`src/hdl/cache_geom_pkg.sv`:
```
`default_nettype none

package cache_geom_pkg;

    // The upper bits of a line address are the tag and the lower bits pick the set
    localparam int TAG_W       = 9;
    localparam int INDEX_W     = 3;
    localparam int LINE_ADDR_W = TAG_W + INDEX_W;

    // A line is sixteen bytes, written under a per-byte enable
    localparam int LINE_BYTES = 16;
    localparam int LINE_W     = 8 * LINE_BYTES;

    localparam int NUM_SETS = 1 << INDEX_W;

    typedef logic [LINE_ADDR_W-1:0] line_addr_t;
    typedef logic [TAG_W-1:0]       cache_tag_t;
    typedef logic [INDEX_W-1:0]     cache_index_t;
    typedef logic [LINE_W-1:0]      cache_word_t;
    typedef logic [LINE_BYTES-1:0]  byte_mask_t;

    // Fills and write-backs always move the whole line
    localparam byte_mask_t FULL_MASK = '1;

endpackage : cache_geom_pkg

`default_nettype wire

```
`src/hdl/cache_bus_pkg.sv`:
```
`default_nettype none

package cache_bus_pkg;

    // The processor holds this request until the cache answers with cpu_resp
    typedef struct packed {
        logic                         read;
        logic                         write;
        cache_geom_pkg::line_addr_t   addr;
        cache_geom_pkg::byte_mask_t   byte_sel;
        cache_geom_pkg::cache_word_t  wdata;
    } cpu_req_t;

    // The cache holds this request until the memory answers with mem_resp
    // Transfers are full lines, so no byte mask travels here
    typedef struct packed {
        logic                         read;
        logic                         write;
        cache_geom_pkg::line_addr_t   addr;
        cache_geom_pkg::cache_word_t  wdata;
    } mem_req_t;

endpackage : cache_bus_pkg

`default_nettype wire

```
`src/hdl/cache_way.sv`:
```
`timescale 1ns/10ps
`default_nettype none

module cache_way (
    input  wire logic                         clk,
    input  wire logic                         rst,
    input  wire logic                         load,
    input  wire logic                         load_type,
    input  wire cache_geom_pkg::byte_mask_t   byte_sel,
    input  wire cache_geom_pkg::cache_tag_t   tag_in,
    input  wire cache_geom_pkg::cache_index_t index,
    input  wire cache_geom_pkg::cache_word_t  data_in,
    output cache_geom_pkg::cache_tag_t        tag_out,
    output cache_geom_pkg::cache_word_t       data_out,
    output logic                              dirty,
    output logic                              hit
);

    import cache_geom_pkg::*;

    cache_word_t         data_arr [NUM_SETS];
    cache_tag_t          tag_arr  [NUM_SETS];
    logic [NUM_SETS-1:0] valid_arr;
    logic [NUM_SETS-1:0] dirty_arr;

    // Only the enabled bytes of the line change on a load
    always_ff @(posedge clk) begin
        if (load) begin
            for (int i = 0; i < LINE_BYTES; i++) begin
                if (byte_sel[i]) begin
                    data_arr[index][8*i +: 8] <= data_in[8*i +: 8];
                end
            end
            tag_arr[index] <= tag_in;
        end
    end

    // load_type high means the line came from memory and is clean
    // A processor write keeps the line valid and marks it dirty
    always_ff @(posedge clk) begin
        if (rst) begin
            valid_arr <= '0;
            dirty_arr <= '0;
        end else if (load) begin
            if (load_type) begin
                valid_arr[index] <= 1'b1;
                dirty_arr[index] <= 1'b0;
            end else begin
                dirty_arr[index] <= 1'b1;
            end
        end
    end

    // Read side is purely combinational from the index
    assign tag_out  = tag_arr[index];
    assign data_out = data_arr[index];
    assign dirty    = dirty_arr[index];
    assign hit      = valid_arr[index] && (tag_arr[index] == tag_in);

endmodule : cache_way

`default_nettype wire

```
`src/hdl/cache_set.sv`:
```
`timescale 1ns/10ps
`default_nettype none

module cache_set (
    input  wire logic                        clk,
    input  wire logic                        rst,
    input  wire logic                        way_sel,
    input  wire logic                        data_source_sel,
    input  wire logic                        tag_bypass_sel,
    input  wire logic                        load,
    input  wire logic                        load_lru,
    input  wire cache_geom_pkg::line_addr_t  cpu_addr,
    input  wire cache_geom_pkg::byte_mask_t  cpu_byte_sel,
    input  wire cache_geom_pkg::cache_word_t cpu_wdata,
    input  wire cache_geom_pkg::cache_word_t mem_rdata,
    output logic                             hit_0,
    output logic                             hit_1,
    output logic                             dirty,
    output logic                             lru,
    output cache_geom_pkg::cache_word_t      rdata,
    output cache_geom_pkg::line_addr_t       mem_addr
);

    import cache_geom_pkg::*;

    cache_tag_t   tag_in;
    cache_index_t index;
    cache_word_t  data_in;
    byte_mask_t   byte_sel;
    cache_word_t  data_0;
    cache_word_t  data_1;
    cache_tag_t   tag_0;
    cache_tag_t   tag_1;
    cache_tag_t   tag_out;
    logic         dirty_0;
    logic         dirty_1;
    logic         load_0;
    logic         load_1;

    logic [NUM_SETS-1:0] lru_arr;

    assign {tag_in, index} = cpu_addr;

    // Data comes from the processor under its own mask or as a full memory line
    assign data_in  = data_source_sel ? mem_rdata : cpu_wdata;
    assign byte_sel = data_source_sel ? FULL_MASK : cpu_byte_sel;

    // Only the selected way sees the load strobe
    assign load_0 = load & ~way_sel;
    assign load_1 = load & way_sel;

    cache_way i_way_0 (
        .clk, .rst, .load(load_0), .load_type(data_source_sel), .byte_sel, .tag_in,
        .index, .data_in, .tag_out(tag_0), .data_out(data_0), .dirty(dirty_0), .hit(hit_0)
    );

    cache_way i_way_1 (
        .clk, .rst, .load(load_1), .load_type(data_source_sel), .byte_sel, .tag_in,
        .index, .data_in, .tag_out(tag_1), .data_out(data_1), .dirty(dirty_1), .hit(hit_1)
    );

    // Same line goes to the processor and, during write-back, to memory
    assign rdata   = way_sel ? data_1 : data_0;
    assign tag_out = way_sel ? tag_1 : tag_0;

    // Write-back uses the stored tag and fills use the requested tag
    assign mem_addr = {tag_bypass_sel ? tag_in : tag_out, index};

    // The victim candidate is the way that was not used last
    assign lru   = lru_arr[index];
    assign dirty = lru ? dirty_1 : dirty_0;

    always_ff @(posedge clk) begin
        if (rst) begin
            lru_arr <= '0;
        end else if (load_lru) begin
            lru_arr[index] <= ~way_sel;
        end
    end

endmodule : cache_set

`default_nettype wire

```
`src/hdl/cache_control.sv`:
```
`timescale 1ns/10ps
`default_nettype none

module cache_control (
    input  wire logic clk,
    input  wire logic rst,
    input  wire logic cpu_read,
    input  wire logic cpu_write,
    input  wire logic hit_0,
    input  wire logic hit_1,
    input  wire logic dirty,
    input  wire logic lru,
    input  wire logic mem_resp,
    output logic      way_sel,
    output logic      data_source_sel,
    output logic      tag_bypass_sel,
    output logic      load,
    output logic      load_lru,
    output logic      cpu_resp,
    output logic      mem_read,
    output logic      mem_write
);

    typedef enum logic [1:0] {
        idle       = 2'd0,
        write_back = 2'd1,
        allocate   = 2'd2
    } state_t;

    state_t state;
    state_t state_next;
    logic   cpu_req;
    logic   hit;

    assign cpu_req = cpu_read | cpu_write;
    assign hit     = hit_0 | hit_1;

    always_ff @(posedge clk) begin
        if (rst) begin
            state <= idle;
        end else begin
            state <= state_next;
        end
    end

    always_comb begin
        state_next = state;
        case (state)
            idle: begin
                // On a miss the victim is the LRU way, written back first if dirty
                if (cpu_req && !hit) begin
                    state_next = dirty ? write_back : allocate;
                end
            end
            write_back: if (mem_resp) state_next = allocate;
            allocate:   if (mem_resp) state_next = idle;
            default:    state_next = idle;
        endcase
    end

    // Memory strobes depend on the state alone
    // The hit response and hit loads follow the way compares in idle
    always_comb begin
        way_sel         = lru;
        data_source_sel = 1'b0;
        tag_bypass_sel  = 1'b1;
        load            = 1'b0;
        load_lru        = 1'b0;
        cpu_resp        = 1'b0;
        mem_read        = 1'b0;
        mem_write       = 1'b0;
        case (state)
            idle: begin
                way_sel = hit_1;
                if (cpu_req && hit) begin
                    cpu_resp = 1'b1;
                    load_lru = 1'b1;
                    load     = cpu_write;
                end
            end
            write_back: begin
                tag_bypass_sel = 1'b0;
                mem_write      = 1'b1;
            end
            allocate: begin
                data_source_sel = 1'b1;
                mem_read        = 1'b1;
                load            = mem_resp;
            end
            default: ;
        endcase
    end

endmodule : cache_control

`default_nettype wire

```
`src/hdl/cache.sv`:
```
`timescale 1ns/10ps
`default_nettype none

module cache (
    input  wire logic                        clk,
    input  wire logic                        rst,
    input  wire cache_bus_pkg::cpu_req_t     cpu_req,
    input  wire logic                        mem_resp,
    input  wire cache_geom_pkg::cache_word_t mem_rdata,
    output logic                             cpu_resp,
    output cache_geom_pkg::cache_word_t      cpu_rdata,
    output cache_bus_pkg::mem_req_t          mem_req
);

    import cache_geom_pkg::*;

    logic        way_sel;
    logic        data_source_sel;
    logic        tag_bypass_sel;
    logic        load;
    logic        load_lru;
    logic        hit_0;
    logic        hit_1;
    logic        dirty;
    logic        lru;
    logic        mem_read;
    logic        mem_write;
    line_addr_t  mem_addr;
    cache_word_t rdata;

    cache_control i_control (
        .clk, .rst, .cpu_read(cpu_req.read), .cpu_write(cpu_req.write), .hit_0, .hit_1,
        .dirty, .lru, .mem_resp, .way_sel, .data_source_sel, .tag_bypass_sel, .load,
        .load_lru, .cpu_resp, .mem_read, .mem_write
    );

    cache_set i_set (
        .clk, .rst, .way_sel, .data_source_sel, .tag_bypass_sel, .load, .load_lru,
        .cpu_addr(cpu_req.addr), .cpu_byte_sel(cpu_req.byte_sel), .cpu_wdata(cpu_req.wdata),
        .mem_rdata, .hit_0, .hit_1, .dirty, .lru, .rdata, .mem_addr
    );

    // The selected line feeds both the processor and write-back data
    assign cpu_rdata = rdata;
    assign mem_req   = '{read: mem_read, write: mem_write, addr: mem_addr, wdata: rdata};

endmodule : cache

`default_nettype wire

```
`config.mk`:
```
export PLATFORM = sky130hd
export DESIGN_NAME = cache
export DESIGN_NICKNAME = d
export VERILOG_FILES = /design/src/hdl/cache_geom_pkg.sv /design/src/hdl/cache_bus_pkg.sv /design/src/hdl/cache_way.sv /design/src/hdl/cache_set.sv /design/src/hdl/cache_control.sv /design/src/hdl/cache.sv
export SDC_FILE = /design/constraint.sdc
export NUM_CORES = 2
export LEC_CHECK = 0
export BUFFER_PORTS_ARGS = -buffer_cell sky130_fd_sc_hd__buf_2
export CORE_MARGIN = 5
export CORE_UTILIZATION = 55
export CTS_CLUSTER_DIAMETER = 80
export DETAILED_ROUTE_END_ITERATION = 16
export PLACE_DENSITY_LB_ADDON = 0.25
export SLEW_MARGIN = 15
export SYNTH_ARGS = -nofsm -noshare
export SYNTH_HDL_FRONTEND = slang
export SYNTH_SLANG_ARGS = --single-unit
```
`constraint.sdc`:
```
create_clock -name clk -period 9.95 [get_ports clk]
set_clock_uncertainty 0.1 [all_clocks]
set_input_delay 0.995 -clock clk [delete_from_list [all_inputs] [get_ports clk]]
set_output_delay 0.995 -clock clk [all_outputs]
set_load 0.01 [all_outputs]
```
# Word level (Yosys, flattened, before mapping)
# Memories as Yosys holds them, arrays and structs flattened.
# Index checks and enable logic that the tools add are counted.
# word_totals
input_bits	289
out_inout_bits	271
mem_count	4
ramBits	2192
wordCells	158
ff_bits	42
# classes
magnitude_cmp	2
muxes	117
eq_ne	7
bitwise	12
n_reduce_logical	10
# mem_list
name	depth	width	read_ports	rd_clocked_by_memory_dff	wr	line_no	source
i_set.i_way_0.data_arr	8	128	1	0	1	cache_way.sv:21	cache_word_t data_arr [NUM_SETS];
i_set.i_way_1.data_arr	8	128	1	0	1	cache_way.sv:21	
i_set.i_way_0.tag_arr	8	9	1	0	1	cache_way.sv:22	cache_tag_t tag_arr [NUM_SETS];
i_set.i_way_1.tag_arr	8	9	1	0	1	cache_way.sv:22	
# op_table
op	n
$mux W128	2
$mux W1	97
$or A8 B8 Y8	4
$eq A9 B9 Y1	2
$mux W9	2
$and A8 B8 Y8	2
$mux W16	1
$mux W8	2
$bmux W1 S3	5
$bwmux W8	1
$mux W2	4
$not A8 Y8	1
$pmux W2 S3	1
$logic_and A1 B1 Y1	5
$lt A3 B4 Y1 const B	1
$ne A2 B2 Y1 const B	2
$reduce_and A2 Y1	2
$demux W1 S3	1
$ge A3 B1 Y1 const B	1
$reduce_and A3 Y1	1
$and A1 B1 Y1	2
$eq A2 B1 Y1 const B	1
$eq A2 B2 Y1 const B	1
$logic_not A2 Y1	1
other kinds (5)	6

# Depth between registers and ports, before layout
# logic_depth
depth_word	10
mapped_depth	16
mapped_depth_nobuf	9

# Modules after synthesis
# A second synthesis with hierarchy kept.
# unflattened
cells_unflattened	4863
hier_area_um2	85766.0
# modules_own_cells
mod	instances	area_each_um2	seq_area_each_um2	cells_per_inst
cache_way	2	40427.5	33231.9	2164
cache_set	1	3764.9	160.2	380
cache	1	975.9	0.0	130
cache_control	1	170.2	40.0	25

# Worst setup path after synthesis
# Ideal clock, no wire load.
# synth_timing
path_kind	in2out
startpoint	in cpu_req[146] (netlist name)
endpoint	out mem_req[124] (netlist name)
cell_stages	16
arrival_time_ps	3800
n_path_buf	7
slack_ps	5055
required_ps	8855
cell_sequence	buf_4 -> buf_4 -> buf_6 -> mux2i_1 -> a22o_1 -> o21a_1 -> or2_1 -> nor4_2 -> a31oi_2 -> buf_4 -> buf_6 -> buf_6 -> o211ai_1 -> o21ai_0 -> o21ai_0 -> buf_4
# synth_via
elab_chain_cells	5
# synth_lines
element	line_no	source
from (decl)	cache.sv:7	input wire cache_bus_pkg::cpu_req_t cpu_req,
$mem_v2 Z8 W9 / $bmux W1 S3 (equally long branches)	-	
$eq A9 B9 Y1 / $mux W1 (equally long branches)	cache_way.sv:58	assign hit = valid_arr[index] && (tag_arr[index] == tag_in);
$logic_and A1 B1 Y1	cache_way.sv:58	
$mux W1	cache_control.sv:72	case (state)
$mux W128 *	cache_set.sv:63	assign rdata = way_sel ? data_1 : data_0;
to (decl)	cache.sv:12	output cache_bus_pkg::mem_req_t mem_req
# Mark *: on every way between the ends. The rest lies on a longest branch, timed or not. The select of a mux whose other input is x is not followed.

# Worst setup path in the final report
# layout_timing
startpoint	in cpu_req[144] (netlist name)
endpoint	out cpu_rdata[60]
# layout_via
elab_chain_cells	5
# layout_lines
element	line_no	source
$mem_v2 Z8 W9 / $bmux W1 S3 (equally long branches)	-	
$eq A9 B9 Y1 / $mux W1 (equally long branches)	cache_way.sv:58	
$logic_and A1 B1 Y1	cache_way.sv:58	
$mux W1	cache_control.sv:72	
$mux W128 *	cache_set.sv:63	
to (decl)	cache.sv:11	output cache_geom_pkg::cache_word_t cpu_rdata,
# Marked as above.

==> results.txt <==
Worst slew margin: 23.7%
R2R depth: 9
register bit total from synthesis: 2234
vias per inst: 6.56
core area: 157000 sq um
vias: 50800
EDFF count, synth: 2192
worst vdd ir: 0.167 mV
Critical Path AT: 5.98 ns
Final Cycle Share: 71.1%
Cells on Worst Hold Path: 2
Critical Path Max Stage Delay: 0.78 ns
CP Max Fanout: 62
global-route usage over all layers: 28.3%
most common cell after layout, fill and taps aside: edfxtp_1
yosys warns: 0
row count: 145
initial antenna violation count: 8
Post-Syn Nets: 5438
vias in the first global route: 50300
wire length of the first global-routing pass: 346 mm
synthesized cell area: 86800 sq um
Clk Latency, worst-skew pair: 0.87 ns
gpl congestion: 0.806
CP cell instances: buf_8, buf_4, nor2b_4, a22o_1, nor3_1, and4b_1, a31oi_4, buf_4, buf_4, o2111ai_1, o21ai_0, o21ai_0, buf_2
nets@finish: 5783
synth unique cells: 71
DRT Pass-1 Iters: 5
Crit path required time: 8.86 ns
Period minus WS final: 7.08 ns
DR DRC count: 0
syn avg cell area: 16.9 sq um
fin. max-slew vios: 0
run status: finished, final reports clean
post-route ant nets: 0
pwr/cell area: 202 nW/um^2
max_cap viols: 0
most frequent cell on the critical path: buf_4
Num CTS Buffers: 212
crit path kind: in2out
kind of end point of the critical path: output pin
Post-CTS Hold Buffers: 0
post-CTS sizing: 0
worst hold path type: reg2reg
layout cells sized above 1: 21.2%
die width: 407 um
ys flop type: edfxtp_1
IO Pins: 560
Cells after Synth: 5149
DP HPWL: 137 mm
Final Hold Violating Endpoints: 0
Async SR Flop Fraction: 0%
worst-margin pin slew: 1.14 ns
sequential share of the synthesized area: 76.8%
largest net degree at the start of global routing: 143
GRT Residual Overflow: 0
Reg-to-Reg Start: i_set.i_way_0.tag_arr[7][6]
Worst Setup SP: cpu_req[144]
wirelength, routed: 240 mm
Clk Tree Root Cell: clkbuf_16
DIE AREA: 166000 sq um
final setup fails: 0
H-Tree Depth: 4
LEAKAGE: 32.3 nW
most frequent cells in the layout: edfxtp_1 (2192), buf_2 (556), nor2_1 (455), a221oi_1 (283), a22oi_1 (274)
Initial Util: 55.4%
Total Power: 19.7 mW
setup_tns: 0 ns
WHS: 0.367 ns
FMAX: 141 MHz
Iter 0 DRT Violations: 6656
RSZ-0062 raised after global routing: false
CTS sink cnt: 2234
maximum clock path buffer count: 3
Worst R2R End: i_set.i_way_0.data_arr[4][50]
area growth from synthesis to layout: 11.9%
Worst-path clk slew: 0.06 ns
CTS tree: done
IO Port Bufs: 559
die height: 407 um
Worst path slowest cell: buf_4
Post-CTS Setup Repair Bufs: 0
post-detailed-route wirelength per cell: 31.0 um
Worst setup SP type: input port
flop2flop setup slack: 5.17 ns
worst max-delay path by stage:
stage / end / slack, ns / depth (start not counted)
after CTS: cpu_rdata[92] / 2.92 / 13
final: cpu_rdata[60] / 2.87 / 13
after global placement: cpu_rdata[92] / 2.94 / 13
after detailed placement: cpu_rdata[92] / 2.95 / 15
after global routing: cpu_rdata[60] / 2.62 / 15
after floorplan: mem_req[124] / 5.06 / 16
critical path: cells and delay by family:
kind / cells / cell delay (ns)
buf+inv: 5 / 2.70
compound gates: 5 / 1.28
simple gates: 3 / 0.82
report_power, final:
part / total, mW / switching, mW / internal, mW
Combinational: 1.30 / 0.920 / 0.383
Clock: 7.84 / 3.51 / 4.33
Sequential: 10.5 / 0.0105 / 10.5
Total: 19.7 / 4.44 / 15.2
synthesized netlist by cell type, types with 41 or more instances:
| cell type | instances | area, sq um |
|---|---|---|
| a221oi_1 | 283 | 2480 |
| mux2_2 | 175 | 1970 |
| a21oi_1 | 146 | 731 |
| nor2_1 | 468 | 1760 |
| a211oi_1 | 41 | 308 |
| edfxtp_1 | 2192 | 65800 |
| buf_2 | 60 | 300 |
| clkbuf_1 | 239 | 897 |
| nor2b_1 | 48 | 300 |
| mux2i_1 | 195 | 1950 |
| buf_4 | 147 | 1100 |
| a22oi_1 | 274 | 2060 |
| nand2_1 | 87 | 327 |
| nand4_1 | 45 | 282 |
| dfxtp_1 | 42 | 841 |
| a22o_1 | 225 | 1970 |
| a31oi_1 | 95 | 594 |
| o21ai_0 | 93 | 465 |
through the flow:
step / setup WS [ns] / utilization (%) / cell area, sq um / cells
2_1_floorplan: 5.06 / - / 86800 / 5149
3_3_place_gp: 2.94 / 57.7 / 90300 / 7337
3_5_place_dp: 2.95 / 57.7 / 90400 / 7338
4_1_cts: 2.92 / 62.0 / 97100 / 7731
5_1_grt: 2.62 / 62.1 / 97200 / 7733
6_report: 2.87 / 62.1 / 97200 / 7740
registers in the layout, summed over array words and instances, names as in the netlist, named ones only:
| signal | count |
|---|---|
| i_set.lru_arr | 8 |
| i_set.i_way_0.data_arr | 1024 |
| i_control.state | 2 |
| i_set.i_way_1.data_arr | 1024 |
| i_set.i_way_1.tag_arr | 72 |
| i_set.i_way_1.valid_arr | 8 |
| i_set.i_way_0.valid_arr | 8 |
| i_set.i_way_0.tag_arr | 72 |
per-layer routing:
metal,share of wire (%),global-route usage (%)
met3,11,5.86
met2,48,45.8
met5,0,0
met1,38,38.8
met4,3.5,10.1
kinds of logic (layout without fill, tap and decap cells):
family          after synthesis  in the layout  synth area share (%)
compound gates             1228           1228                  10.6
xor+xnor                     13             13                 0.131
buf+inv                     510           1034                  3.02
flops                      2234           2234                  76.8
mux                         410            410                  5.54
other cells                   0              9                     0
simple gates                754            754                  3.91
final cells by class:
| class | count | area (sq um) |
|---|---|---|
| Clock buffer | 256 | 5500 |
| Tap cell | 2058 | 2570 |
| Timing Repair Buffer | 621 | 3410 |
| Sequential cell | 2234 | 66700 |
| Clock inverter | 137 | 1270 |
| Antenna cell | 9 | 22.5 |
| Multi-Input combinational cell | 2405 | 17700 |
| Inverter | 20 | 77.6 |
| Fill cell | 11100 | 59400 |
No activity file was read; power rests on OpenSTA's default activity.
